## src/bus_pkg.sv

```systemverilog
package bus_pkg;

  // ------------------------------------------------------------
  // APB transfer structs
  // ------------------------------------------------------------

  // One request as driven by a master
  typedef struct packed {
    logic        sel;
    logic        enable;
    logic        write;
    logic [31:0] addr;
    logic [31:0] wdata;
    logic [3:0]  strb;
  } apb_req_t;

  // Completion and read data from a slave
  typedef struct packed {
    logic        ready;
    logic [31:0] rdata;
    logic        slverr;
  } apb_rsp_t;

  // ------------------------------------------------------------
  // Address map
  // ------------------------------------------------------------

  // Area prefixes live in addr[31:30], areas 0 and 2 are unmapped
  localparam logic [1:0] RAM_AREA  = 2'd1;
  localparam logic [1:0] MMIO_AREA = 2'd3;

  // Core prefixes inside the MMIO area, addr[29:24]
  localparam logic [5:0] TIMER_CORE  = 6'h01;
  localparam logic [5:0] FW_RAM_CORE = 6'h10;
  localparam logic [5:0] MODE_CORE   = 6'h3f;

endpackage

```

## src/apb_arbiter.sv

```systemverilog
module apb_arbiter (
  input  logic              clk,
  input  logic              reset_n,
  input  bus_pkg::apb_req_t host_req,
  output bus_pkg::apb_rsp_t host_rsp,
  input  bus_pkg::apb_req_t load_req,
  output bus_pkg::apb_rsp_t load_rsp,
  output bus_pkg::apb_req_t bus_req,
  input  bus_pkg::apb_rsp_t bus_rsp
);
  import bus_pkg::*;

  // Owner and last winner, 0 is host and 1 is loader
  logic     busy_reg;
  logic     owner_reg;
  logic     last_reg;
  logic     cur_owner;
  logic     cur_valid;
  logic     done;
  apb_req_t owner_req;

  // ------------------------------------------------------------
  // Grant selection
  // ------------------------------------------------------------
  always_comb begin
    if (busy_reg) begin
      cur_owner = owner_reg;
      cur_valid = 1'b1;
    end else if (host_req.sel && load_req.sel) begin
      // Contention goes to whoever did not win last
      cur_owner = !last_reg;
      cur_valid = 1'b1;
    end else begin
      cur_owner = !host_req.sel;
      cur_valid = host_req.sel || load_req.sel;
    end
  end

  // A fresh grant always starts with a setup phase on the bus,
  // even if the waiting master is already in its access phase
  always_comb begin
    owner_req      = cur_owner ? load_req : host_req;
    bus_req        = owner_req;
    bus_req.sel    = cur_valid;
    bus_req.enable = owner_req.enable && busy_reg;
  end

  assign done = busy_reg && bus_rsp.ready;

  // Response goes back to the owner only
  always_comb begin
    host_rsp = '0;
    load_rsp = '0;
    if (busy_reg) begin
      if (owner_reg) begin
        load_rsp = bus_rsp;
      end else begin
        host_rsp = bus_rsp;
      end
    end
  end

  always_ff @(posedge clk) begin
    if (!reset_n) begin
      busy_reg  <= 1'b0;
      owner_reg <= 1'b0;
      last_reg  <= 1'b1;
    end else if (done) begin
      busy_reg <= 1'b0;
    end else if (!busy_reg && cur_valid) begin
      busy_reg  <= 1'b1;
      owner_reg <= cur_owner;
      last_reg  <= cur_owner;
    end
  end

endmodule

```

## config.mk

```make
export PLATFORM = sky130hd
export DESIGN_NAME = apb_arbiter
export DESIGN_NICKNAME = d
export VERILOG_FILES = /design/src/bus_pkg.sv /design/src/apb_arbiter.sv
export SDC_FILE = /design/constraint.sdc
export NUM_CORES = 1
export LEC_CHECK = 0
export BUFFER_PORTS_ARGS = -buffer_cell sky130_fd_sc_hd__buf_2
export CORE_AREA = 2 2 124 126
export DETAILED_ROUTE_END_ITERATION = 8
export DIE_AREA = 0 0 126 128
export GPL_ROUTABILITY_DRIVEN = 1
export SYNTH_ARGS = -nofsm -noshare
export SYNTH_HDL_FRONTEND = slang
export SYNTH_SLANG_ARGS = --single-unit
```

## constraint.sdc

```tcl
create_clock -name clk -period 2.3 [get_ports clk]
set_input_delay 0.345 -clock clk [delete_from_list [all_inputs] [get_ports clk]]
set_output_delay 0.345 -clock clk [all_outputs]
set_load 0.05 [all_outputs]
```

Word-level counts from Yosys, hierarchy flattened. Index checks and enable logic that the tools add are counted.

Bits in writable memories: 0. Memories: 0. Bits in latches: 0. Word-level logic and storage cells: 24. Output and inout port bits: 139. Memory bits (read-only): 0. Register bits after elaboration: 3. Input bits: 178.

Equal/unequal tests: 0. Div/mod/pow operators: 0. $lt $le $gt $ge: 0. Add/subtract/negate cells: 0. Reduce and logical (&&, ||, !) cells: 10. Bitwise logic cells: 2. Shift-type cells: 0. Muxes and demuxes: 9. Multiply operators: 0.

Operators with widths (count): 34-bit two-way mux (4); 70-bit two-way mux (1); 1-bit logical AND (4); 1-bit two-way mux (4); 1-bit logical NOT (3); 1-bit NOT (2); 2-bit AND reduction (1); 2-bit OR reduction (1); 1-bit logical OR (1).

Longest topological paths before layout.
Depth after elaboration: 5. Gate-level depth with buffers: 5. Depth with buffers taken out: 3.

Worst setup path after synthesis. Ideal clock, no wire load.

Path kind: reg2out. Start: reg owner_reg. End: out host_rsp[10] in the netlist's numbering. Stages on the path, launching flop included: 5. Required time: 1.955 ns. Data arrival time: 1.378 ns. Path buffers: 2. Slack: 0.577 ns. Cell sequence: dfxtp_1 buf_2 nor2_1 clkbuf_1 and2_1.

RTL lines: start: declaration (line apb_arbiter.sv:15) `logic owner_reg;`; start signal: assignment (line apb_arbiter.sv:72) `owner_reg <= cur_owner;`; end: declaration (line apb_arbiter.sv:5) `output bus_pkg::apb_rsp_t host_rsp,`.

==> out/results.ini <==
[yosys]
synth-seq-cells = 3
yosysWarnings = 0
synthMuxAreaShare_pct = 54.1
synth_top_family_by_area = multiplexers
synth-compound-area-share_pct = 2.21
synthCells = 175
netlist_area_um2 = 1530
yosys.cell_types.count = 21
syn-num-nets = 353
avgSynthCellArea_um2 = 8.72
seq_area_frac_synth_pct = 3.94
synthSimpleGateAreaFrac_pct = 32.3
synth_xor_area_share_pct = 0
yosys.area_share.adder_pct = 0

[global_routing]
grt_pass1_wl_um = 13800
grt_use_total_pct = 11.4
grt_max_degree = 38
grt_remaining_overflow = 0
antenna_found_initial = 11
grt_pass1_vias = 2343

[floorplan]
fp-row-count = 45
die_area_um2 = 16100
start_util_pct = 10.3
die_height_um = 128
coreArea_um2 = 14900
die_w_um = 126
pin_count = 317

[flow_run]
maxCapViolCount = 0

[critical_path]
path_delay_family = buffers and inverters
worstPathMaxFanout = 19
path_common_cell = buf_12
cp.required_ps = 1960
cp-end-kind = primary output
max_stage_delay_ps = 350
critPathLaunchType = register
path_class = register to primary output
r2r_slack_ps = 1260
path_buf_inv = 3
cpMaxStageDelayCell = mux2_2
crit_arrival_ps = 1810
cp_cell_sequence = nand2b_4, o22ai_4, buf_12, buf_12, mux2_2, buf_2

[layout]
syn2layout_area_growth_pct = 126
nets = 667
layout-drive-gt1-share_pct = 83.0

[detailed_routing]
wl_per_cell_um = 15.9
viasPerCell = 3.78
drt_iter0_markers = 58
vias = 2568
drcViolationCount = 0
wl_um = 10800
dr.pass1.iters = 4
ant_nets = 0

[timing]
setup_violations = 0
grt_setup_unrepaired = no
fin_crit_ps = 2150
worstMarginPinSlew_ps = 327
tns_ps = 0
finalClockSkew_ps = 0.915
timing.final.crit_share_pct = 93.6
max_freq_ghz = 0.465
hold_violations = 0
hold_ws_ps = 313
slew_headroom_pct = 78.3
drv_slew = 0

[power]
power-per-cell-area_nw_per_um2 = 522
leakage_nw = 2.13
peakVddDrop_mv = 0.330

[run_status]
status = complete, no violations

[clock_network]
clk_latency_ps = 220
hold_buffers = 0
htreeDepth = 1
cts_buffers = 3
ctsRootBufferMaster = clkbuf_16
cts_sinks = 3
path_clk_slew_ps = 30
cts_tree = yes
clock_path_buffers = 2

[worst_hold_path]
hp-class = input port to register

[place]
gp_congestion = 0.764
dp_hpwl_um = 9610
port_buffers = 316

[kinds of logic (layout without fill, tap and decap cells)]
kind of cell           after synthesis  count (layout)
buffers and inverters               20             333
AOI/OAI and AO/OA                    3               3
other                                0               4
and+or+nand+nor                     79              79
DFF                                  3               3
muxes                               70              70
[cells in the mapped netlist (all sizes together)]
| master | n | area (µm²) |
|---|---|---|
| mux2 | 69 | 815 |
| nand2 | 3 | 11.3 |
| and3 | 35 | 219 |
| or3 | 1 | 6.26 |
| nor2b | 2 | 15.0 |
| mux2i | 1 | 10.0 |
| a32oi | 1 | 8.76 |
| a21oi | 1 | 5.00 |
| buf | 9 | 72.6 |
| inv | 1 | 3.75 |
| dfxtp | 3 | 60.1 |
| and2 | 34 | 213 |
| nor2 | 2 | 7.51 |
| clkbuf | 10 | 37.5 |
| nor3b | 1 | 7.51 |
| nand2b | 1 | 13.8 |
| o22ai | 1 | 20.0 |
[cell usage in the layout, fill, tap and decap left out, drive strengths merged]
| cell | n |
|---|---|
| nor3b | 1 |
| mux2i | 1 |
| and3 | 35 |
| nor2 | 2 |
| clkbuf | 5 |
| dfxtp | 3 |
| mux2 | 69 |
| nor2b | 2 |
| nand2 | 3 |
| and2 | 34 |
| diode | 4 |
| or3 | 1 |
| inv | 1 |
| a21oi | 1 |
| buf | 327 |
| o22ai | 1 |
| nand2b | 1 |
| a32oi | 1 |
[through the flow]
stage / worst slack (ps) / instance area (µm²) / instances / utilization (%) / total power, mW
after floorplan: 577 / 1530 / 175 / - / 1.11
after global placement: 232 / 3330 / 670 / 22.4 / 1.51
after detailed placement: 227 / 3330 / 670 / 22.4 / 1.51
after CTS: 44.5 / 3410 / 674 / 22.9 / 1.80
after global routing: 48.2 / 3440 / 676 / 23.2 / 1.88
final: 148 / 3450 / 680 / 23.2 / 1.80
[path summary, 6_finish.rpt]
path / startpoint / to / cells past startpoint
worst max register to register: busy_reg / busy_reg / 2
worst min register to register: last_reg / last_reg / 2
worst min-delay path: reset_n / last_reg / 2
worst max-delay path: busy_reg / bus_req[7] / 6
[final cells by class]
cell class                      instances  area, µm²
Multi-Input combinational cell        152       1350
Inverter                                1       3.75
Clock buffer                            4       78.8
Timing Repair Buffer                  328       1710
Sequential cell                         3       61.3
Antenna cell                            4       10.0
Fill cell                            1686      11400
Tap cell                              188        235
[worst register-to-register path, stage by stage (launching register included)]
cell and delay [ps]:
dfxtp_2 330, or3_1 420, and3_1 180
[metal layers]
| metal | wire length (µm) | vias up | GRT usage [%] |
|---|---|---|---|
| met1 | 4480 | 1129 | 14.1 |
| met2 | 4890 | 170 | 18.9 |
| li1 | - | 1257 | - |
| met4 | 36 | 4 | 1.36 |
| met3 | 1350 | 8 | 4.84 |
| met5 | 27 | - | 0 |
[what timing repair did]
action / in CTS / in global routing
setup buffers: 0 / 1
setup endpoints to repair: 0 / 45
gates resized for setup: 0 / 1
[report_power, final]
group	switching [mW]	leakage [nW]	internal, mW
clock network	0.0491	0.0382	0.229
registers	0.00505	0.0251	0.0572
logic	0.988	2.07	0.473
Power figures use the tool's default switching activity.
