[src/bus_pkg.sv]
package bus_pkg;

  // ------------------------------------------------------------
  // APB transfer structs
  // ------------------------------------------------------------

  // One request as driven by a master
  typedef struct packed {
    logic        sel;
    logic        enable;
    logic        write;
    logic [31:0] addr;
    logic [31:0] wdata;
    logic [3:0]  strb;
  } apb_req_t;

  // Completion and read data from a slave
  typedef struct packed {
    logic        ready;
    logic [31:0] rdata;
    logic        slverr;
  } apb_rsp_t;

  // ------------------------------------------------------------
  // Address map
  // ------------------------------------------------------------

  // Area prefixes live in addr[31:30], areas 0 and 2 are unmapped
  localparam logic [1:0] RAM_AREA  = 2'd1;
  localparam logic [1:0] MMIO_AREA = 2'd3;

  // Core prefixes inside the MMIO area, addr[29:24]
  localparam logic [5:0] TIMER_CORE  = 6'h01;
  localparam logic [5:0] FW_RAM_CORE = 6'h10;
  localparam logic [5:0] MODE_CORE   = 6'h3f;

endpackage

[src/reg_pkg.sv]
package reg_pkg;

  // Mode controller word offsets
  localparam logic [7:0] MODE_ID_REG  = 8'd0;
  localparam logic [7:0] MODE_APP_REG = 8'd2;
  localparam logic [7:0] MODE_KEY_REG = 8'd4;

  // Read-only identifier, "apps" in ASCII
  localparam logic [31:0] MODE_ID_VALUE = 32'h61707073;

  // Timer word offsets
  localparam logic [7:0] TIMER_CTRL_REG     = 8'd0;
  localparam logic [7:0] TIMER_STATUS_REG   = 8'd1;
  localparam logic [7:0] TIMER_PRESCALE_REG = 8'd2;
  localparam logic [7:0] TIMER_INITIAL_REG  = 8'd3;
  localparam logic [7:0] TIMER_COUNT_REG    = 8'd4;

  // Timer control register bits
  localparam int TIMER_START_BIT = 0;
  localparam int TIMER_STOP_BIT  = 1;

endpackage

[src/timer_core.sv]
module timer_core (
  input  logic              clk,
  input  logic              reset_n,
  input  bus_pkg::apb_req_t req,
  output bus_pkg::apb_rsp_t rsp
);
  import reg_pkg::*;

  logic [31:0] prescale_reg;
  logic [31:0] initial_reg;
  logic [31:0] count_reg;
  logic [31:0] tick_reg;
  logic        running_reg;
  logic        access;
  logic        wr;
  logic [7:0]  offset;

  assign access = req.sel && req.enable;
  assign wr     = access && req.write;
  assign offset = req.addr[9:2];

  always_ff @(posedge clk) begin
    if (!reset_n) begin
      prescale_reg <= 32'h0;
      initial_reg  <= 32'h0;
      count_reg    <= 32'h0;
      tick_reg     <= 32'h0;
      running_reg  <= 1'b0;
    end else if (wr && offset == TIMER_CTRL_REG) begin
      if (req.wdata[TIMER_START_BIT]) begin
        count_reg   <= initial_reg;
        tick_reg    <= 32'h0;
        running_reg <= 1'b1;
      end
      if (req.wdata[TIMER_STOP_BIT]) begin
        running_reg <= 1'b0;
      end
    end else begin
      if (wr && offset == TIMER_PRESCALE_REG) begin
        prescale_reg <= req.wdata;
      end
      if (wr && offset == TIMER_INITIAL_REG) begin
        initial_reg <= req.wdata;
      end
      // One count step every prescale + 1 cycles
      if (running_reg) begin
        if (count_reg == 32'h0) begin
          running_reg <= 1'b0;
        end else if (tick_reg == prescale_reg) begin
          tick_reg  <= 32'h0;
          count_reg <= count_reg - 32'd1;
          if (count_reg == 32'd1) begin
            running_reg <= 1'b0;
          end
        end else begin
          tick_reg <= tick_reg + 32'd1;
        end
      end
    end
  end

  // Register read mux
  always_comb begin
    case (offset)
      TIMER_STATUS_REG:   rsp.rdata = {31'h0, running_reg};
      TIMER_PRESCALE_REG: rsp.rdata = prescale_reg;
      TIMER_INITIAL_REG:  rsp.rdata = initial_reg;
      TIMER_COUNT_REG:    rsp.rdata = count_reg;
      default:            rsp.rdata = 32'h0;
    endcase
  end

  assign rsp.ready  = access;
  assign rsp.slverr = 1'b0;

endmodule

[config.mk]
export PLATFORM = sky130hd
export DESIGN_NAME = timer_core
export DESIGN_NICKNAME = d
export VERILOG_FILES = /design/src/bus_pkg.sv /design/src/reg_pkg.sv /design/src/timer_core.sv
export SDC_FILE = /design/constraint.sdc
export NUM_CORES = 1
export LEC_CHECK = 0
export BUFFER_PORTS_ARGS = -buffer_cell sky130_fd_sc_hd__buf_2
export CAP_MARGIN = 40
export CELL_PAD_IN_SITES_DETAIL_PLACEMENT = 0
export CELL_PAD_IN_SITES_GLOBAL_PLACEMENT = 2
export CORE_MARGIN = 1.5
export CORE_UTILIZATION = 35
export CTS_BUF_LIST = sky130_fd_sc_hd__clkbuf_4 sky130_fd_sc_hd__clkbuf_8
export DETAILED_ROUTE_END_ITERATION = 8
export GPL_ROUTABILITY_DRIVEN = 1
export MAX_ROUTING_LAYER = met4
export PLACE_DENSITY = 0.88
export SLEW_MARGIN = 15
export SYNTH_ARGS = -nofsm -noshare
export SYNTH_HDL_FRONTEND = slang
export SYNTH_SLANG_ARGS = --single-unit
[constraint.sdc]
create_clock -name clk -period 3.1 [get_ports clk]
set_input_delay 0 -clock clk [delete_from_list [all_inputs] [get_ports clk]]
set_output_delay 0 -clock clk [all_outputs]
set_load 0.01 [all_outputs]
### Word level (Yosys, flattened, before mapping)

Cells that the tools add are included.

* register bits: 129
* input port bits: 73
* output and inout port bits: 34
* logic and storage cells: 48

* add/sub/neg operators: 2
* equality and inequality tests: 9
* multiplexer cells: 18
* bitwise gates (word level): 1
* reduce and logical (&&, ||, !) cells: 13

Operators by type and width (number)
* $mux W32: 10
* $pmux W32 S4: 1
* $add A32 B1 Y32 const B: 1
* $eq A32 B1 Y1 const B: 1
* $eq A32 B32 Y1: 1
* $logic_not A32 Y1: 1
* $sub A32 B1 Y32 const B: 1
* $eq A8 B2 Y1 const B: 2
* $eq A8 B1 Y1 const B: 1
* $eq A8 B3 Y1 const B: 1
* $logic_not A8 Y1: 1
* $mux W1: 7
* $logic_and A1 B1 Y1: 5
* $ne A2 B2 Y1 const B: 2
* $reduce_and A2 Y1: 2
* $reduce_and A4 Y1: 1
* $reduce_bool A2 Y1: 2
* $ne A3 B3 Y1 const B: 1
* $reduce_and A3 Y1: 1
* $not A1 Y1: 1

### Logic depth before layout (Yosys ltp)

* word-level depth: 6
* gate-level depth with buffers: 11
* gate-level depth less buffers: 7

### Least setup slack after synthesis

OpenSTA, ideal clock, no wires.

* path kind: reg-to-reg
* start: register count_reg[12]
* end: register count_reg[12]
* arrival time: 2.300 ns
* data required time: 2.980 ns
* slack: 0.680 ns
* cell stages (with the launch flop): 12
* path buffers: 5
* period minus slack after synthesis: 2.420 ns
* cells stage by stage: dfxtp_1 -> buf_6 -> or4_4 -> buf_6 -> nor3_4 -> a41o_2 -> o21a_1 -> buf_6 -> buf_12 -> buf_12 -> nor2_2 -> a211o_1

* longest elaborated chain between the ends: 5
* elaborated cells between the ends (all ways): 8
* those cells by class: add/sub: 1; eq/ne: 1; mux: 4; reduce/logical: 2

RTL lines
* from (decl): line timer_core.sv:11 `logic [31:0] count_reg;`
* from (signal assigned): line timer_core.sv:31 `count_reg <= initial_reg;`
* from (signal assigned): line timer_core.sv:51 `count_reg <= count_reg - 32'd1;`
* $sub A32 B1 Y32: line timer_core.sv:51
* $mux W32: line timer_core.sv:49 `end else if (tick_reg == prescale_reg) begin`
* $mux W32: line timer_core.sv:47 `if (count_reg == 32'h0) begin`
* $mux W32: line timer_core.sv:46 `if (running_reg) begin`
* $mux W32: line timer_core.sv:29 `end else if (wr && offset == TIMER_CTRL_REG) begin`

Several ways; a longest one is shown, not always the timed one. The select of a mux whose other input is x is not followed.
A chain may end at the register's enable or synchronous reset.

### Worst setup path in the final report

* start: register tick_reg[17]
* end: register count_reg[31]

* longest elaborated chain between the ends: 3

RTL lines
* from (decl): line timer_core.sv:12 `logic [31:0] tick_reg;`
* from (signal assigned): line timer_core.sv:56 `tick_reg <= tick_reg + 32'd1;`
* $eq A32 B32 Y1: line timer_core.sv:49
* $reduce_bool A2 Y1 (no line)
* $reduce_and A4 Y1 (no line)

No other way between the ends.

==> impl_metrics.tcl <==
set metrics [dict create \
    endpoint_kind "flop" \
    worst_slew_pin_slew_ns 0.886 \
    async_flop_share_pct 0 \
    grt_pass1_wl_um 40700 \
    r2r-end "count_reg[31]" \
    rows 53 \
    cp_max_fo 8 \
    power_uw 3280 \
    drv_cap 0 \
    cts.sinks 129 \
    final_common_cell "nand2_1" \
    antenna_found_initial 0 \
    synth-edff-count 0 \
    use_met1_pct 34.1 \
    place_hpwl_um 19400 \
    die_x_um 149 \
    root_buffer "clkbuf_8" \
    drc 0 \
    setup_viol 0 \
    insertion_delay_ns 0.46 \
    cp-startpoint "tick_reg[17]" \
    design.core.area_um2 21000 \
    nFillCells 2249 \
    regToRegSetupSlack_ns 0.18 \
    hp-class "primary input to flop" \
    holdWs_ns 0.0361 \
    syn_avg_cell_area_um2 8.01 \
    cts_buffers 17 \
    clk_path_buf_depth 2 \
    grt_use_met2_pct 38.1 \
    detail-route-antenna-nets 0 \
    crit_arrival_ns 3.28 \
    clkTransAtPathRegs_ns 0.08 \
    final.setup_skew_ns 0.0141 \
    syn_to_final_growth_pct 18.6 \
    via_per_inst 5.69 \
    met3_usage_pct 4.22 \
    critPathCapture "count_reg[31]" \
    nets 1101 \
    cp.required_ns 3.46 \
    num_io_pins 107 \
    reg2reg_from "tick_reg[17]" \
    leakage_uw 0.00349 \
    p_per_area_nw_per_um2 372 \
    synthTopCellsByArea "dfxtp_1 35%, mux2i_1 8.9%, nand2_1 7.4%" \
    gr-total-overflow 0 \
    synthCells 929 \
    vias 7473 \
    cts_tree "yes" \
    synth_ff_type "dfxtp_1" \
    synth_area_um2 7440 \
    post_cts_buffers 0 \
    routedWlPerCell_um 20.3 \
    drt_iter0_drc 623 \
    rsz0062_at_grt "no" \
    slew_violations 0 \
    synth_seq_cells 129 \
    io_buffers 77 \
    layout_common_cells "147 x nand2_1, 129 x dfxtp_1, 77 x buf_2, 66 x mux2i_1, 66 x o21ai_0" \
    criticalPathCategory "flop to flop" \
    cp-start-kind "flop" \
    final_cells 1313 \
    period_minus_slack_ns 2.92 \
    wl_um 26700 \
    first_pass_iters 7 \
    fin_setup_tns_ns 0 \
    final-seq-area_um2 2580 \
    synth.distinct_cells 71 \
    antenna_cells 0 \
    r2r_cells 6 \
    synth.net_count 1005 \
    synth_top_area_share_pct 34.7 \
    seq_area_frac_synth_pct 34.7 \
    die-height_um 149 \
    hold_violations 0 \
    grtUsageTotal_pct 24.9 \
    status "complete, no violations" \
    grt_pass1_vias 6897 \
    routabilityCongestion 0.865 \
    ir_drop_mv 0.255 \
    htreeDepth 4 \
    synth_top_cell_by_area "dfxtp_1" \
    initial_core_util_pct 35.5 \
    grt_max_degree 51 \
    period_share_pct 94.1 \
    multiInputGateArea_um2 4460 \
    drive_above_1_share_pct 17.2 \
    die_area_um2 22200 \
    place_inst 1249 \
    clock.fmax_mhz 343 \
    slew_headroom_pct 40.7 \
    top_usage_layer "met2" \
    ys.warnings.count 0 \
]
-- layout make-up --
class / count / area share, %
multi-input cells: 718 / 50.5
flip-flops and latches: 129 / 29.2
repair buffers: 145 / 11.5
well taps: 275 / 3.90
clock buffers: 21 / 3.13
clock inverters: 11 / 1.18
inverters: 14 / 0.595
-- through the flow --
stage	setup WS (ns)	instance area, µm²	utilization [%]
2_1_floorplan	0.680	7440	-
3_3_place_gp	0.284	8130	38.8
3_5_place_dp	0.278	8130	38.8
4_1_cts	0.220	8830	42.1
5_1_grt	0.0325	8830	42.1
6_report	0.183	8830	42.1
-- Yosys cell counts, drive strengths merged (5+ instances only) --
library cell	n
nand4	14
dfxtp	129
mux2i	66
o21ai	74
nor2	59
buf	28
or3	28
a221o	7
clkbuf	40
nor3	30
nand2	147
and4	8
o31ai	15
a22o	5
and2	5
o2bb2ai	5
a21oi	75
xor2	32
a31oi	7
nand3	21
nor4	27
and3	14
a211oi	5
or4	12
inv	14
-- power breakdown --
part	internal [µW]	switching, µW	leakage [µW]	total, µW
combinational	74.8	101	0.00226	175
sequential	1660	0.631	0.00104	1660
clock	700	751	0.000194	1450
total	2430	852	0.00349	3280
-- worst min-delay path by stage --
stage,cells past startpoint,startpoint,end,slack (ns)
5_1_grt,2,reset_n,running_reg,0.03
2_1_floorplan,2,req[22],initial_reg[18],0.14
6_report,2,reset_n,running_reg,0.04
4_1_cts,2,reset_n,running_reg,0.01
3_3_place_gp,3,req[31],prescale_reg[27],0.25
3_5_place_dp,3,req[31],initial_reg[27],0.26
-- repair_timing --
action	CTS	global route
hold endpoints to repair	66	0
hold buffers	32	0
resized for setup	0	0
-- metal layers --
metal	part of all wire, %	vias up	routed length [µm]
met4	1.8	0	482
met3	5.1	34	1350
li1	-	3601	-
met2	46	244	12400
met1	47	3594	12500
met5	0	-	0
-- cell families after synthesis --
| family | after synthesis | share of synthesized area (%) |
|---|---|---|
| buffers and inverters | 82 | 5.65 |
| DFF | 129 | 34.7 |
| muxes | 67 | 9.03 |
| and+or+nand+nor | 377 | 25.4 |
| xor gates and xnor gates | 32 | 3.76 |
| other | 1 | 0.0504 |
| adders and majority gates | 3 | 0.504 |
| AOI/OAI and AO/OA | 238 | 20.9 |
-- worst max-delay path: stages (launching register included) --
cell and delay [ns]:
dfxtp_1 0.48, xor2_1 0.11, nor4_1 0.47, nand4_1 0.19, o21ai_0 0.68, nand3_1 0.56, o221ai_1 0.33
Power figures use the tool's default switching activity.
