$ cat src/bus_pkg.sv
package bus_pkg;

  // ------------------------------------------------------------
  // APB transfer structs
  // ------------------------------------------------------------

  // One request as driven by a master
  typedef struct packed {
    logic        sel;
    logic        enable;
    logic        write;
    logic [31:0] addr;
    logic [31:0] wdata;
    logic [3:0]  strb;
  } apb_req_t;

  // Completion and read data from a slave
  typedef struct packed {
    logic        ready;
    logic [31:0] rdata;
    logic        slverr;
  } apb_rsp_t;

  // ------------------------------------------------------------
  // Address map
  // ------------------------------------------------------------

  // Area prefixes live in addr[31:30], areas 0 and 2 are unmapped
  localparam logic [1:0] RAM_AREA  = 2'd1;
  localparam logic [1:0] MMIO_AREA = 2'd3;

  // Core prefixes inside the MMIO area, addr[29:24]
  localparam logic [5:0] TIMER_CORE  = 6'h01;
  localparam logic [5:0] FW_RAM_CORE = 6'h10;
  localparam logic [5:0] MODE_CORE   = 6'h3f;

endpackage

$ cat src/addr_decoder.sv
module addr_decoder (
  input  bus_pkg::apb_req_t bus_req,
  output bus_pkg::apb_rsp_t bus_rsp,
  input  logic [31:0]       scramble_key,
  output bus_pkg::apb_req_t ram_req,
  output bus_pkg::apb_req_t timer_req,
  output bus_pkg::apb_req_t fw_req,
  output bus_pkg::apb_req_t mode_req,
  input  bus_pkg::apb_rsp_t ram_rsp,
  input  bus_pkg::apb_rsp_t timer_rsp,
  input  bus_pkg::apb_rsp_t fw_rsp,
  input  bus_pkg::apb_rsp_t mode_rsp
);
  import bus_pkg::*;

  logic [1:0]  area;
  logic [5:0]  core;
  logic [31:0] mask;
  logic        access;

  assign area   = bus_req.addr[31:30];
  assign core   = bus_req.addr[29:24];
  assign access = bus_req.sel && bus_req.enable;

  // Address dependent scramble mask for the main RAM
  assign mask = scramble_key ^ {2{bus_req.addr[15:0]}};

  // ------------------------------------------------------------
  // Slave select and response mux
  // ------------------------------------------------------------
  always_comb begin
    ram_req         = bus_req;
    ram_req.sel     = 1'b0;
    ram_req.wdata   = bus_req.wdata ^ mask;
    timer_req       = bus_req;
    timer_req.sel   = 1'b0;
    fw_req          = bus_req;
    fw_req.sel      = 1'b0;
    mode_req        = bus_req;
    mode_req.sel    = 1'b0;

    // Unmapped answers at once with an error
    bus_rsp.ready  = access;
    bus_rsp.slverr = access;
    bus_rsp.rdata  = 32'h0;

    case (area)
      RAM_AREA: begin
        ram_req.sel   = bus_req.sel;
        bus_rsp       = ram_rsp;
        bus_rsp.rdata = ram_rsp.rdata ^ mask;
      end
      MMIO_AREA: begin
        case (core)
          TIMER_CORE: begin
            timer_req.sel = bus_req.sel;
            bus_rsp       = timer_rsp;
          end
          FW_RAM_CORE: begin
            fw_req.sel = bus_req.sel;
            bus_rsp    = fw_rsp;
          end
          MODE_CORE: begin
            mode_req.sel = bus_req.sel;
            bus_rsp      = mode_rsp;
          end
          default: begin
          end
        endcase
      end
      default: begin
      end
    endcase
  end

endmodule

$ cat config.mk
export PLATFORM = sky130hd
export DESIGN_NAME = addr_decoder
export DESIGN_NICKNAME = d
export VERILOG_FILES = /design/src/bus_pkg.sv /design/src/addr_decoder.sv
export SDC_FILE = /design/constraint.sdc
export NUM_CORES = 1
export LEC_CHECK = 0
export BUFFER_PORTS_ARGS = -buffer_cell sky130_fd_sc_hd__buf_2
export CORE_AREA = 5 5 215 217
export DETAILED_ROUTE_END_ITERATION = 12
export DIE_AREA = 0 0 220 222
export PLACE_DENSITY = 0.36
export RECOVER_POWER = 25
export SYNTH_ARGS = -nofsm -noshare
export SYNTH_HDL_FRONTEND = slang
export SYNTH_SLANG_ARGS = --single-unit
$ cat constraint.sdc
create_clock -name vclk -period 2.6
set_input_delay 0.26 -clock vclk [all_inputs]
set_output_delay 0.26 -clock vclk [all_outputs]
set_load 0.02 [all_outputs]
**Yosys cells after proc, flatten, opt, wreduce, memory -nomap -nowiden**

Index checks and enable logic that the tools add are counted.

- Output and inout bits: 318
- Bits in registers: 0
- Input bits: 239
- Logic and storage cells: 18

- Bitwise gates (word level): 3
- Reduce and logical (&&, ||, !) cells: 1
- Multiplexer cells: 9
- Equality and inequality tests: 5

Operator list:

| cell | number |
|---|---|
| 34-bit case mux with 3 select lines | 1 |
| 32-bit XOR | 3 |
| 34-bit case mux with 2 select lines | 1 |
| 1-bit 2-to-1 mux | 7 |
| 6-bit by 1-bit == test with 1-bit output (second input constant) | 1 |
| 6-bit by 5-bit == test with 1-bit output (second input constant) | 1 |
| 6-bit == test (second input constant) | 1 |
| 2-bit by 1-bit == test with 1-bit output (second input constant) | 1 |
| 2-bit == test (second input constant) | 1 |
| 1-bit logical AND | 1 |

**Depth between registers and ports, before layout**

- Depth in word-level cells: 3
- Depth in mapped cells: 6
- Gate-level depth less buffers: 4

**Worst setup path after synthesis**

Ideal clock, no wire load.

- Kind: input port to output port
- Start point: in bus_req[61] in the netlist's numbering
- End point: out bus_rsp[10] in the netlist's numbering
- Stages: 6
- Arrival time: 1492 ps
- Slack: 848 ps
- Data required time: 2340 ps
- Buffers on the path: 2
- Cell sequence: nor4_4 and2_1 buf_6 o311ai_4 buf_6 o22ai_2

RTL lines:

| what | line | text |
|---|---|---|
| start: declaration | addr_decoder.sv:2 | `input bus_pkg::apb_req_t bus_req,` |
| end: declaration | addr_decoder.sv:3 | `output bus_pkg::apb_rsp_t bus_rsp,` |

==> report_table.html <==
<table>
<tr><th>Metric</th><th>Value</th></tr>
<tr><th colspan="2">Synthesis</th></tr>
<tr><td>Average footprint of a synthesized cell</td><td>8.23 sq um</td></tr>
<tr><td>Largest area contributor in the netlist</td><td>buf_4</td></tr>
<tr><td>Count of mapped cells out of synthesis</td><td>between 400 and 500</td></tr>
<tr><td>Share of the synthesized area in the top cell type</td><td>between 40% and 50%</td></tr>
<tr><td>Largest cells by area after synthesis</td><td>buf_4 (49%), xnor2_1 (15%), o22ai_2 (9.9%)</td></tr>
<tr><td>Ys Warns</td><td>0</td></tr>
<tr><td>Share of synthesized area occupied by flip-flops and latches</td><td>0%</td></tr>
<tr><td>Post-synthesis net count</td><td>699</td></tr>
<tr><td>Netlist area before placement</td><td>about 3800 sq um</td></tr>
<tr><td>Count of different cell masters after synthesis</td><td>24</td></tr>
<tr><th colspan="2">Global route</th></tr>
<tr><td>Antenna violations before repair</td><td>2</td></tr>
<tr><td>Maximum number of pins on one net before global-route repair</td><td>22</td></tr>
<tr><td>First-pass GRT wire length</td><td>26100 um</td></tr>
<tr><td>Number of global-route vias before repair</td><td>4001</td></tr>
<tr><td>Grt ovf</td><td>0</td></tr>
<tr><td>Total global-route track usage</td><td>roughly 7%</td></tr>
<tr><th colspan="2">Cells and area</th></tr>
<tr><td>Layout sequential cell count</td><td>0</td></tr>
<tr><td>Most frequent cells in the layout</td><td>buf_2 (465), xnor2_1 (64), a222oi_1 (34)</td></tr>
<tr><td>Post-route core utilization</td><td>between 10% and 20%</td></tr>
<tr><td>Area of all sequential standard cells</td><td>0 sq um</td></tr>
<tr><td>Clock buffer count in the final layout</td><td>0</td></tr>
<tr><td>Most common cell after layout, fill and taps aside</td><td>buf_2</td></tr>
<tr><td>Relative area change from synthesis to final layout</td><td>34.3%</td></tr>
<tr><td>Fin nets</td><td>940</td></tr>
<tr><td>Proportion of layout cells with a drive suffix above 1</td><td>between 70 and 80%</td></tr>
<tr><th colspan="2">Routing</th></tr>
<tr><td>DRT Pass-1 Iters</td><td>6</td></tr>
<tr><td>Number of DRC markers after the initial detailed-route iteration</td><td>slightly below 200</td></tr>
<tr><td>Detail-routed net length per standard cell</td><td>15.0 um</td></tr>
<tr><td>Number of vias per cell after detailed routing</td><td>approximately 3.0</td></tr>
<tr><td>Residual DRC count</td><td>0</td></tr>
<tr><td>Routed wire length</td><td>about 19000 um</td></tr>
<tr><td>ANT nets after route</td><td>0</td></tr>
<tr><td>Via count</td><td>3904</td></tr>
<tr><th colspan="2">Timing</th></tr>
<tr><td>Slew HR</td><td>about 62%</td></tr>
<tr><td>Ratio of final minimum period to clock period</td><td>about 87%</td></tr>
<tr><td>Endpoints failing hold</td><td>0</td></tr>
<tr><td>Final max-slew violation count</td><td>0</td></tr>
<tr><td>Final Critical Period</td><td>2.26 ns</td></tr>
<tr><td>Post-Route Setup TNS</td><td>0 ns</td></tr>
<tr><td>Achievable frequency</td><td>between 0.4 and 0.5 GHz</td></tr>
<tr><td>Unrepaired setup endpoints after global routing</td><td>no</td></tr>
<tr><td>Number of setup violations in the final report</td><td>0</td></tr>
<tr><td>Slew at the pin closest to its max-slew limit</td><td>roughly 0.56 ns</td></tr>
<tr><td>Worst Hold Slack</td><td>about 0.52 ns</td></tr>
<tr><td>PnR worst setup slack</td><td>~0.34 ns</td></tr>
<tr><th colspan="2">Die</th></tr>
<tr><td>Starting density of the core</td><td>~8.6%</td></tr>
<tr><td>IO Count</td><td>about 560</td></tr>
<tr><td>Area of the placeable core</td><td>around 44000 sq um</td></tr>
<tr><td>Full die area</td><td>roughly 49000 sq um</td></tr>
<tr><td>Die height</td><td>between 200 and 250 um</td></tr>
<tr><td>Floorplan die width</td><td>220 um</td></tr>
<tr><td>Floorplan row count</td><td>77</td></tr>
<tr><th colspan="2">Clock tree</th></tr>
<tr><td>Cts repair resizes</td><td>0</td></tr>
<tr><td>Buffers inserted during post-CTS setup optimization</td><td>0</td></tr>
<tr><td>Hold_buf cts</td><td>0</td></tr>
<tr><th colspan="2">Critical path</th></tr>
<tr><td>Crit path from</td><td>bus_req[64]</td></tr>
<tr><td>Worst Setup EP</td><td>bus_rsp[23]</td></tr>
<tr><td>Data required time of the worst path</td><td>about 2.3 ns</td></tr>
<tr><td>Bufs and invs on worst path</td><td>3</td></tr>
<tr><td>Worst path depth</td><td>7</td></tr>
<tr><td>Critical path, cell by cell</td><td>buf_2, and4_4, and2_4, o311ai_4, buf_4, o22ai_2, buf_2</td></tr>
<tr><td>Data arrival time of the worst path</td><td>~2.0 ns</td></tr>
<tr><td>Worst Path Class, Setup</td><td>in -&gt; out</td></tr>
<tr><td>Crit-path slowest cell</td><td>buf_4</td></tr>
<tr><td>Kind of capture point of the worst setup path</td><td>output port</td></tr>
<tr><td>Most frequent cell on the critical path</td><td>buf_2</td></tr>
<tr><td>Element type at the critical path start</td><td>primary input</td></tr>
<tr><td>Max incr delay on CP</td><td>around 0.41 ns</td></tr>
<tr><td>Top cell family by delay on the critical path</td><td>buffers and inverters</td></tr>
<tr><td>Maximum net fanout on the critical path</td><td>20</td></tr>
<tr><th colspan="2">Pwr</th></tr>
<tr><td>Leak pwr</td><td>around 2.4 nW</td></tr>
<tr><td>Switching share of power</td><td>62.4%</td></tr>
<tr><td>Internal power of the cells</td><td>about 460 uW</td></tr>
<tr><td>Share of power burned in registers</td><td>0%</td></tr>
<tr><td>Final Total Pwr</td><td>~1.2 mW</td></tr>
<tr><td>Switching power</td><td>around 750 uW</td></tr>
<tr><td>Part of the total power dissipated in combinational logic</td><td>100.0%</td></tr>
<tr><td>Clock share of power</td><td>0%</td></tr>
<tr><td>Total power density per cell area</td><td>between 200 and 250 nW/um^2</td></tr>
<tr><td>Worst IR drop on VDD</td><td>about 0.000073 V</td></tr>
<tr><th colspan="2">Min path</th></tr>
<tr><td>Worst hold-check path type</td><td>in -&gt; out</td></tr>
<tr><th colspan="2">Run status</th></tr>
<tr><td>Result of the run</td><td>complete, no violations</td></tr>
<tr><th colspan="2">Run</th></tr>
<tr><td>Max-cap violation count</td><td>0</td></tr>
<tr><th colspan="2">Place</th></tr>
<tr><td>Dpl hpwl</td><td>17500 um</td></tr>
<tr><td>Port buffer count</td><td>about 490</td></tr>
<tr><td>Weighted congestion reported at the end of routability-driven placement</td><td>approximately 0.77</td></tr>
<tr><td>Post-Place Worst Slack</td><td>0.308 ns</td></tr>
</table>
[worst min path at each step]
stage / startpoint / to / slack [ns] / cells past startpoint
after detailed placement: bus_req[59] / ram_req[59] / 0.52 / 0
final: bus_req[2] / fw_req[2] / 0.52 / 0
after global placement: bus_req[59] / ram_req[59] / 0.52 / 0
after global routing: bus_req[57] / fw_req[57] / 0.52 / 0
after CTS: bus_req[59] / ram_req[59] / 0.52 / 0
after floorplan: bus_req[0] / fw_req[0] / 0.63 / 1
[cells in the mapped netlist, types with 3 or more instances]
| library cell | n |
|---|---|
| a222oi_1 | 34 |
| buf_4 | 249 |
| inv_1 | 3 |
| xor2_1 | 32 |
| nor2_1 | 4 |
| buf_6 | 6 |
| buf_2 | 11 |
| nand2_1 | 4 |
| o22ai_1 | 4 |
| o22ai_2 | 30 |
| xnor2_1 | 64 |
[cell type report]
type                            count  area, sq um
Multi-Input combinational cell    190         1770
Fill cell                        5173        38800
Antenna cell                        1         2.50
Tap cell                          592          741
Inverter                            3         11.3
Timing Repair Buffer              506         2560
[logic make-up after synthesis]
family,after synthesis,share of synthesized area [%]
AND/OR/NAND/NOR,19,3.24
buffers and inverters,270,53.3
XOR/XNOR,96,22.2
AO/OA/AOI/OAI,75,21.2
[per-layer routing]
layer  global-route usage, %  wire (um)
met2                    12.9       9910
met4                    1.49        456
met3                   0.956       1750
met5                       0         13
met1                    8.34       7310
[power groups by stage]
stage | sequential [mW] | combinational, mW | clock (mW)
6_report | 0 | 1.21 | 0.0000000515
5_1_grt | 0 | 1.30 | 0
4_1_cts | 0 | 1.24 | 0
3_5_place_dp | 0 | 1.24 | 0
3_3_place_gp | 0 | 1.25 | 0
2_1_floorplan | 0 | 0.982 | 0
[stage by stage]
stage / instance area [sq um] / std cells
4_1_cts: 5120 / 1291
6_report: 5090 / 1292
2_1_floorplan: 3790 / 460
3_5_place_dp: 5120 / 1291
3_3_place_gp: 5120 / 1291
5_1_grt: 5080 / 1291
(Power assumes the default switching activity.)
