`config.mk`:
```
export PLATFORM = sky130hd
export DESIGN_NAME = mode_ctrl
export DESIGN_NICKNAME = d
export VERILOG_FILES = /design/src/bus_pkg.sv /design/src/reg_pkg.sv /design/src/mode_ctrl.sv
export SDC_FILE = /design/constraint.sdc
export NUM_CORES = 1
export LEC_CHECK = 0
export BUFFER_PORTS_ARGS = -buffer_cell sky130_fd_sc_hd__buf_2
export CELL_PAD_IN_SITES_DETAIL_PLACEMENT = 1
export CELL_PAD_IN_SITES_GLOBAL_PLACEMENT = 1
export CORE_MARGIN = 2
export CORE_UTILIZATION = 25
export DETAILED_ROUTE_END_ITERATION = 16
export PLACE_DENSITY_LB_ADDON = 0.1
export SYNTH_ARGS = -nofsm -noshare
export SYNTH_HDL_FRONTEND = slang
export SYNTH_SLANG_ARGS = --single-unit
```
`constraint.sdc`:
```
create_clock -name clk -period 2.8 [get_ports clk]
set_clock_uncertainty 0.05 [all_clocks]
set_input_delay 0.7 -clock clk [delete_from_list [all_inputs] [get_ports clk]]
set_output_delay 0.7 -clock clk [all_outputs]
set_load 0.03 [all_outputs]
```
`src/bus_pkg.sv`:
```
package bus_pkg;

  // ------------------------------------------------------------
  // APB transfer structs
  // ------------------------------------------------------------

  // One request as driven by a master
  typedef struct packed {
    logic        sel;
    logic        enable;
    logic        write;
    logic [31:0] addr;
    logic [31:0] wdata;
    logic [3:0]  strb;
  } apb_req_t;

  // Completion and read data from a slave
  typedef struct packed {
    logic        ready;
    logic [31:0] rdata;
    logic        slverr;
  } apb_rsp_t;

  // ------------------------------------------------------------
  // Address map
  // ------------------------------------------------------------

  // Area prefixes live in addr[31:30], areas 0 and 2 are unmapped
  localparam logic [1:0] RAM_AREA  = 2'd1;
  localparam logic [1:0] MMIO_AREA = 2'd3;

  // Core prefixes inside the MMIO area, addr[29:24]
  localparam logic [5:0] TIMER_CORE  = 6'h01;
  localparam logic [5:0] FW_RAM_CORE = 6'h10;
  localparam logic [5:0] MODE_CORE   = 6'h3f;

endpackage

```
`src/reg_pkg.sv`:
```
package reg_pkg;

  // Mode controller word offsets
  localparam logic [7:0] MODE_ID_REG  = 8'd0;
  localparam logic [7:0] MODE_APP_REG = 8'd2;
  localparam logic [7:0] MODE_KEY_REG = 8'd4;

  // Read-only identifier, "apps" in ASCII
  localparam logic [31:0] MODE_ID_VALUE = 32'h61707073;

  // Timer word offsets
  localparam logic [7:0] TIMER_CTRL_REG     = 8'd0;
  localparam logic [7:0] TIMER_STATUS_REG   = 8'd1;
  localparam logic [7:0] TIMER_PRESCALE_REG = 8'd2;
  localparam logic [7:0] TIMER_INITIAL_REG  = 8'd3;
  localparam logic [7:0] TIMER_COUNT_REG    = 8'd4;

  // Timer control register bits
  localparam int TIMER_START_BIT = 0;
  localparam int TIMER_STOP_BIT  = 1;

endpackage

```
`src/mode_ctrl.sv`:
```
module mode_ctrl (
  input  logic              clk,
  input  logic              reset_n,
  input  bus_pkg::apb_req_t req,
  output bus_pkg::apb_rsp_t rsp,
  output logic              fw_app_mode,
  output logic [31:0]       scramble_key
);
  import reg_pkg::*;

  logic        app_mode_reg;
  logic [31:0] key_reg;
  logic        access;
  logic        wr;
  logic [7:0]  offset;
  logic        key_locked;

  assign access = req.sel && req.enable;
  assign wr     = access && req.write;
  assign offset = req.addr[9:2];

  // Key is frozen once application mode is entered
  assign key_locked = wr && offset == MODE_KEY_REG && app_mode_reg;

  // ------------------------------------------------------------
  // Mode flag and key
  // ------------------------------------------------------------
  always_ff @(posedge clk) begin
    if (!reset_n) begin
      app_mode_reg <= 1'b0;
      key_reg      <= 32'h0;
    end else begin
      // One-way switch, only reset returns to firmware mode
      if (wr && offset == MODE_APP_REG) begin
        app_mode_reg <= 1'b1;
      end
      if (wr && offset == MODE_KEY_REG && !app_mode_reg) begin
        key_reg <= req.wdata;
      end
    end
  end

  always_comb begin
    case (offset)
      MODE_ID_REG:  rsp.rdata = MODE_ID_VALUE;
      MODE_APP_REG: rsp.rdata = {31'h0, app_mode_reg};
      default:      rsp.rdata = 32'h0;
    endcase
  end

  assign rsp.ready  = access;
  assign rsp.slverr = key_locked;

  assign fw_app_mode  = app_mode_reg;
  assign scramble_key = key_reg;

endmodule

```
* Word-level counts from Yosys, hierarchy flattened
Cells that the tools add are included.
** Operators by class
- Reductions and logical operators :: 8
- Eq/ne operators :: 2
- Mux-type cells :: 1
** Operators with widths (number)
- case mux 31 bit (2 select lines) :: 1
- == test 8 x 2 -> 1 bit (second input constant) :: 1
- == test 8 x 3 -> 1 bit (second input constant) :: 1
- zero test 8 bit :: 1
- logical AND 1 bit :: 6
- zero test 1 bit :: 1
** Storage, ports and cells
- Output and inout port bits :: 67
- Bits of input ports :: 73
- Logic and storage cells :: 13
- Flip-flop bits (word level) :: 33

* Logic depth before layout (Yosys ltp)
Gate-level depths: netlist of the first run.
- Depth after elaboration :: 4
- Mapped depth :: 5
- Gate-level depth less buffers :: 3

* Least setup slack after synthesis of the first run
No wires, ideal clock.
- Kind :: in2out
- Start :: in req[39] (netlist name)
- End :: out rsp[13] (netlist name)
- Required time :: 2.050 ns
- Arrival time :: 2.664 ns
- Stages :: 4
- Path buffers :: 1
- Path slack :: -0.614 ns
- Path through :: nor4_2 -> nand2_1 -> nor3_1 -> buf_4
** RTL lines
- start, declared :: line mode_ctrl.sv:4 : input bus_pkg::apb_req_t req,
- end, declared :: line mode_ctrl.sv:5 : output bus_pkg::apb_rsp_t rsp,

==> summary.md, run 1 <==
| Metric | Value |
|---|---|
| RR Endpoint | scramble_key[20]$_SDFFE_PN0P_ |
| Syn avg cell area | 8.772 um2 |
| EDFF count, synth | 0 |
| All-layer global routing usage | 10.90% |
| Cell Rows | 29 |
| Warning count from the yosys run | 0 |
| RSZ-0062 raised after global routing | false |
| TNS Setup | 0 ns |
| Initial core utilization | 26.10% |
| Count leader, synth | nand2_1 |
| Max-cap violations | 0 |
| CP arrival | 1.83 ns |
| Crit path buffers/inverters | 2 |
| Die Height | 85.65 um |
| Met3 WL post-DR | 375 um |
| Fin crit period | 2.585 ns |
| WL/cell | 11.58 um |
| Vias in the first global route | 1454 |
| I/O pin count | 140 |
| Initial antenna violation count | 0 |
| Ys async rst share | 0% |
| DRC | 0 |
| Port bufs | 93 |
| HP Class | flip-flop to flip-flop |
| Die area | 0.007335 mm2 |
| Share of layout cells above drive strength 1 | 39.55% |
| CTS clock-pin slew for the worst setup and hold paths | 0.07 ns |
| Placed cell areas | 0.002002 mm2 |
| DR WL met2 | 1921 um |
| First-pass GRT wire length | 6361 um |
| Reg2Reg Depth | 4 |
| Leak pwr | 1.017 nW |
| # diodes | 0 |
| Final Cell Area | 0.002085 mm2 |
| Gp weighted congestion | 0.7198 |
| Sink Count | 33 |
| Vias | 1443 |
| Ranking of synthesized cells by area | dfxtp_1 40%, mux2i_1 19%, nand2_1 15%, buf_4 14%, buf_12 3.6% |
| Largest stage delay on the critical path | 0.31 ns |
| Max layer used | met4 |
| Via density | 4.183 |
| Hold Startpoint | scramble_key[13]$_SDFFE_PN0P_ |
| # nets final | 340 |
| CTS tree | yes |
| Worst-Skew Late Latency | 0.27 ns |
| Worst r2r src | fw_app_mode$_SDFFE_PN0P_ |
| Post-CTS sizing | 0 |
| Die Wd | 85.65 um |
| CP top delay family | simple AND/OR/NAND/NOR gates |
| Hold buffers post-CTS | 0 |
| Post-synthesis sequential area ratio | 39.64% |
| Design Power | 0.9131 mW |
| Met1 wire length | 1652 um |
| Hold Path Depth | 2 |
| Share of the clock period used by the worst path after layout | 92.30% |
| Synth top area share | 39.64% |
| H-tree depth | 2 |
| Final Slew Violations | 0 |
| CP max stage cell | nor4_2 |
| Worst hold slack | 0.4037 ns |
| Drt pass-1 iters | 4 |
| Synthesis-to-finish area growth | 25.08% |
| Post-Syn Instances | 190 |
| Hold Crit Endpoint | scramble_key[13]$_SDFFE_PN0P_ |
| DR iter-0 viols | 33 |
| Crit path max fanout | 13 |
| DP HPWL | 3081 um |
| # fillers | 819 |
| Synth unique cells | 22 |
| F_max | 0.3869 GHz |
| Post-synth top cells | 66 x nand2_1, 33 x dfxtp_1, 32 x buf_4, 32 x mux2i_1, 6 x clkbuf_1 |
| CTS root buffer | clkbuf_8 |
| Worst EP required | 2.05 ns |
| #FFs+latches synth | 33 |
| Worst setup SP type | input port |
| Largest area contributor in the netlist | dfxtp_1 |
| Largest net degree at the start of global routing | 34 |
| Fin. Hold Viols | 0 |
| CTS Buffer Depth | 2 |
| CP most frequent cell | buf_2 |
| Post-synthesis cell area | 0.001667 mm2 |
| Post-CTS Setup Inserts | 0 |
| Routed Antenna Nets | 0 |
| Worst-margin pin slew | 0.6067 ns |
| Drt total wl | 3996 um |
| VDD IR-drop max | 0.1863 mV |
| Worst-path cell chain | buf_2 > nor4_2 > nand2_1 > nor3_4 > buf_2 |
| Total congestion overflow | 0 |
| Core Footprint | 0.006386 mm2 |
| Final setup fails | 0 |
| Num CTS Buffers | 5 |
| Run status | finished, final reports clean |
| Slew headroom | 59.56% |
| Top_reg_cell synth | dfxtp_1 |
| Crit. End Element | primary output |
| Power Density | 438.0 mW/mm2 |
| Crit Path Category | input port to primary output |
| R2r setup slk | 1.36 ns |
-- stage by stage --
stage / std cells / worst slack (ns) / util (%)
after floorplan: 207 / 0.1899 / -
after CTS: 345 / 0.1870 / 32.64
after global routing: 345 / 0.09762 / 32.64
final: 345 / 0.2155 / 32.64
after detailed placement: 337 / 0.1932 / 31.35
after global placement: 337 / 0.1864 / 31.35
-- where the power goes --
part           leakage [nW]  switching (mW)  internal (mW)  total, mW
clock                0.0450           0.169          0.172      0.341
combinational         0.707          0.0692         0.0335      0.103
sequential            0.266       0.0000863          0.469      0.469
total                  1.02           0.238          0.675      0.913
-- registers in the layout, summed over array words and instances, names as in the netlist --
signal        count
fw_app_mode       1
scramble_key     32
-- worst register-to-register path: stages, from the launching register on --
cell	delay, ns
dfxtp_1	0.34
nor3b_1	0.19
and4_2	0.26
buf_4	0.30
mux2i_1	0.23
-- area by class of cell --
cell class              instances  area [um2]  area share, %
multi-input cells             130       740.7          35.53
repair buffers                 96       500.5          24.01
flip-flops and latches         33       660.6          31.69
inverters                       1       3.754         0.1801
clock buffers                   6       72.57          3.481
well taps                      77       96.34          4.622
clock inverters                 2       10.01         0.4802
-- layer usage --
metal  global-route usage (%)  up-vias
met5                        0        -
met4                    4.329        0
met3                    3.657        6
met2                    19.53       63
met1                    11.79      661
li1                         -      713
-- worst max path at each step --
| stage | startpoint | end | cells past startpoint |
|---|---|---|---|
| finish | req[39] | rsp[15] | 5 |
| global route | req[39] | rsp[2] | 5 |
| CTS | req[39] | rsp[15] | 5 |
| detailed placement | req[39] | rsp[15] | 5 |
| global placement | req[39] | rsp[22] | 5 |
| floorplan | req[39] | rsp[13] | 4 |
-- kinds of logic (layout without fill, tap and decap cells) --
kind of cell	after synthesis	count (layout)	share of synthesized area, %
AOI/OAI and AO/OA	2	2	0.7506
muxes	32	32	19.22
DFF	33	33	39.64
buffers and inverters	44	105	20.50
and+or+nand+nor	78	78	19.67
other	1	18	0.2250
-- placed cells by master, fill, tap and decap left out --
master / n
nor3_1: 1
buf_4: 2
a21boi_0: 1
nand2_1: 66
and3_1: 1
buf_12: 1
mux2i_1: 32
dfxtp_1: 33
nor2_1: 2
and2_1: 1
nand4_1: 1
clkbuf_1: 1
nor3b_1: 1
conb_1: 18
and4_2: 1
nor3_4: 1
nor4_1: 1
clkinv_2: 2
clkbuf_8: 5
nor4_2: 1
buf_2: 93
a21oi_1: 1
nand4b_1: 1
inv_1: 1
(Power assumes the default switching activity.)
==> run 2: changes to the inputs <==
Settings changed: ABC_AREA from default to 0, ABC_CLOCK_PERIOD_IN_PS from default to 2800, CELL_PAD_IN_SITES_DETAIL_PLACEMENT 1 to default, CELL_PAD_IN_SITES_GLOBAL_PLACEMENT 1 to default, CORE_UTILIZATION 25 to 38, PLACE_DENSITY from default to 0.79, PLACE_DENSITY_LB_ADDON 0.1 to default.
==> run 2 against run 1 <==
Clock power up 35%; design area down 0.12%; first-iteration DRC count up 6.1%; flip-flop and latch count unchanged; clock-buffer cell count up 1; hold slack worse by 0.0010 ns; final cell count down 7.0%; wire length down 19%; global-route usage up 2.9 points; power up 13%; maximum frequency about the same; critical path type unchanged; largest cell class unchanged; largest power group unchanged.
==> summary.md, run 2 (synthesis gave the netlist of run 1 again) <==
| Metric | Value |
|---|---|
| Crit path launch | req[39] |
| DP HPWL | 2476 um |
| H-tree depth | 2 |
| Max-cap violations | 0 |
| Crit path max fanout | 13 |
| Max FFs per register | 32 |
| Largest net degree at the start of global routing | 32 |
| Crit. End Element | primary output |
| Util after Layout | 48.48% |
| RSZ-0062 raised after global routing | false |
| Largest stage delay on the critical path | 0.30 ns |
| CTS root buffer | clkbuf_8 |
| Cell Rows | 24 |
| Vias in the first global route | 1289 |
| Fin. Hold Viols | 0 |
| Post-CTS sizing | 0 |
| Share of layout cells above drive strength 1 | 39.78% |
| CP arrival | 1.84 ns |
| Crit Path Category | input port to primary output |
| HP Class | flip-flop to flip-flop |
| Share of the clock period used by the worst path after layout | 92.39% |
| CP max stage cell | nor4_2 |
| Initial core utilization | 38.81% |
| CTS Buffer Depth | 2 |
| Synthesis-to-finish area growth | 24.93% |
| I/O pin count | 140 |
| Drt pass-1 iters | 4 |
| Core Footprint | 0.004294 mm2 |
| Min setup slack post-route | 0.2132 ns |
| Post-CTS Setup Inserts | 0 |
| Power Density | 494.0 mW/mm2 |
| Most frequent cells in the layout | 93 x buf_2, 66 x nand2_1, 33 x dfxtp_1, 32 x mux2i_1, 18 x conb_1 |
| Drt total wl | 3241 um |
| Final Slew Violations | 0 |
| FF+latch area | 660.6 um2 |
| Die Height | 70.23 um |
| Routed Antenna Nets | 0 |
| Worst r2r src | fw_app_mode$_SDFFE_PN0P_ |
| Num CTS Buffers | 5 |
| Hold buffers post-CTS | 0 |
| Worst EP required | 2.05 ns |
| Post-Place Worst Slack | 0.1884 ns |
| Vias | 1383 |
| Final Cell Area | 0.002082 mm2 |
| Footprint of the multi-input gates | 740.7 um2 |
| Design Power | 1.029 mW |
| Total congestion overflow | 0 |
| Leak pwr | 1.031 nW |
| TNS Setup | 0 ns |
| Placed cell areas | 0.001966 mm2 |
| Gp weighted congestion | 0.7222 |
| WL/cell | 10.10 um |
| # fillers | 445 |
| Run status | finished, final reports clean |
| CTS tree | yes |
| Worst-path cell chain | buf_2 > nor4_2 > nand2_1 > nor3_4 > buf_2 |
| # diodes | 0 |
| All-layer global routing usage | 13.83% |
| Die area | 0.004932 mm2 |
| Final setup fails | 0 |
| CTS clock-pin slew for the worst setup and hold paths | 0.06 ns |
| Die Wd | 70.23 um |
| Worst-Skew Late Latency | 0.27 ns |
| F_max | 0.3866 GHz |
| Hold Startpoint | scramble_key[22]$_SDFFE_PN0P_ |
| Commonest non-fill, non-tap cell in the layout | buf_2 |
| DRC | 0 |
| Via density | 4.308 |
| # nets final | 341 |
| CP most frequent cell | buf_2 |
| VDD IR-drop max | 0.2717 mV |
| Sink Count | 33 |
| Initial antenna violation count | 0 |
| DR iter-0 viols | 35 |
| Fin crit period | 2.587 ns |
| First-pass GRT wire length | 5471 um |
| Worst setup SP type | input port |
| Port bufs | 93 |
## run 2: cell type report
class | count | share of cell area, %
inverters | 1 | 0.1803
flip-flops and latches | 33 | 31.73
clock inverters | 1 | 1.442
repair buffers | 97 | 23.80
clock buffers | 7 | 4.147
multi-input cells | 130 | 35.58
well taps | 52 | 3.125
## run 2: layer usage
layer / wire length, um / part of all wire, % / GRT usage (%) / up-vias
met5: 0 / 0 / 0 / -
met2: 1679 / 52 / 25.47 / 57
met3: 233 / 7.2 / 4.762 / 4
met4: 31 / 0.96 / 4.487 / 0
met1: 1297 / 40 / 14.56 / 607
li1: - / - / - / 715
## run 2: final timing paths
kind,slack [ns],cells after the start,end
max,0.21,5,rsp[15]
min,0.40,2,scramble_key[22]$_SDFFE_PN0P_
max reg2reg,1.36,4,scramble_key[2]$_SDFFE_PN0P_
min reg2reg,0.40,2,scramble_key[22]$_SDFFE_PN0P_
## run 2: metrics by stage
stage	cells	hold slack (ns)
after CTS	321	0.4078
after global placement	313	0.3891
after floorplan	207	0.5327
final	321	0.4027
after global routing	321	0.4195
after detailed placement	313	0.3966
## run 2: power breakdown
group	total, mW	switching [mW]	leakage [nW]	internal (mW)
registers	0.469	0.0000815	0.266	0.469
clock network	0.459	0.169	0.0585	0.290
logic	0.100	0.0678	0.707	0.0325
## run 2: critical path, delay by kind of cell
family	cells	cell delay [ns]
AND/OR/NAND/NOR	3	0.75
buffers and inverters	2	0.39
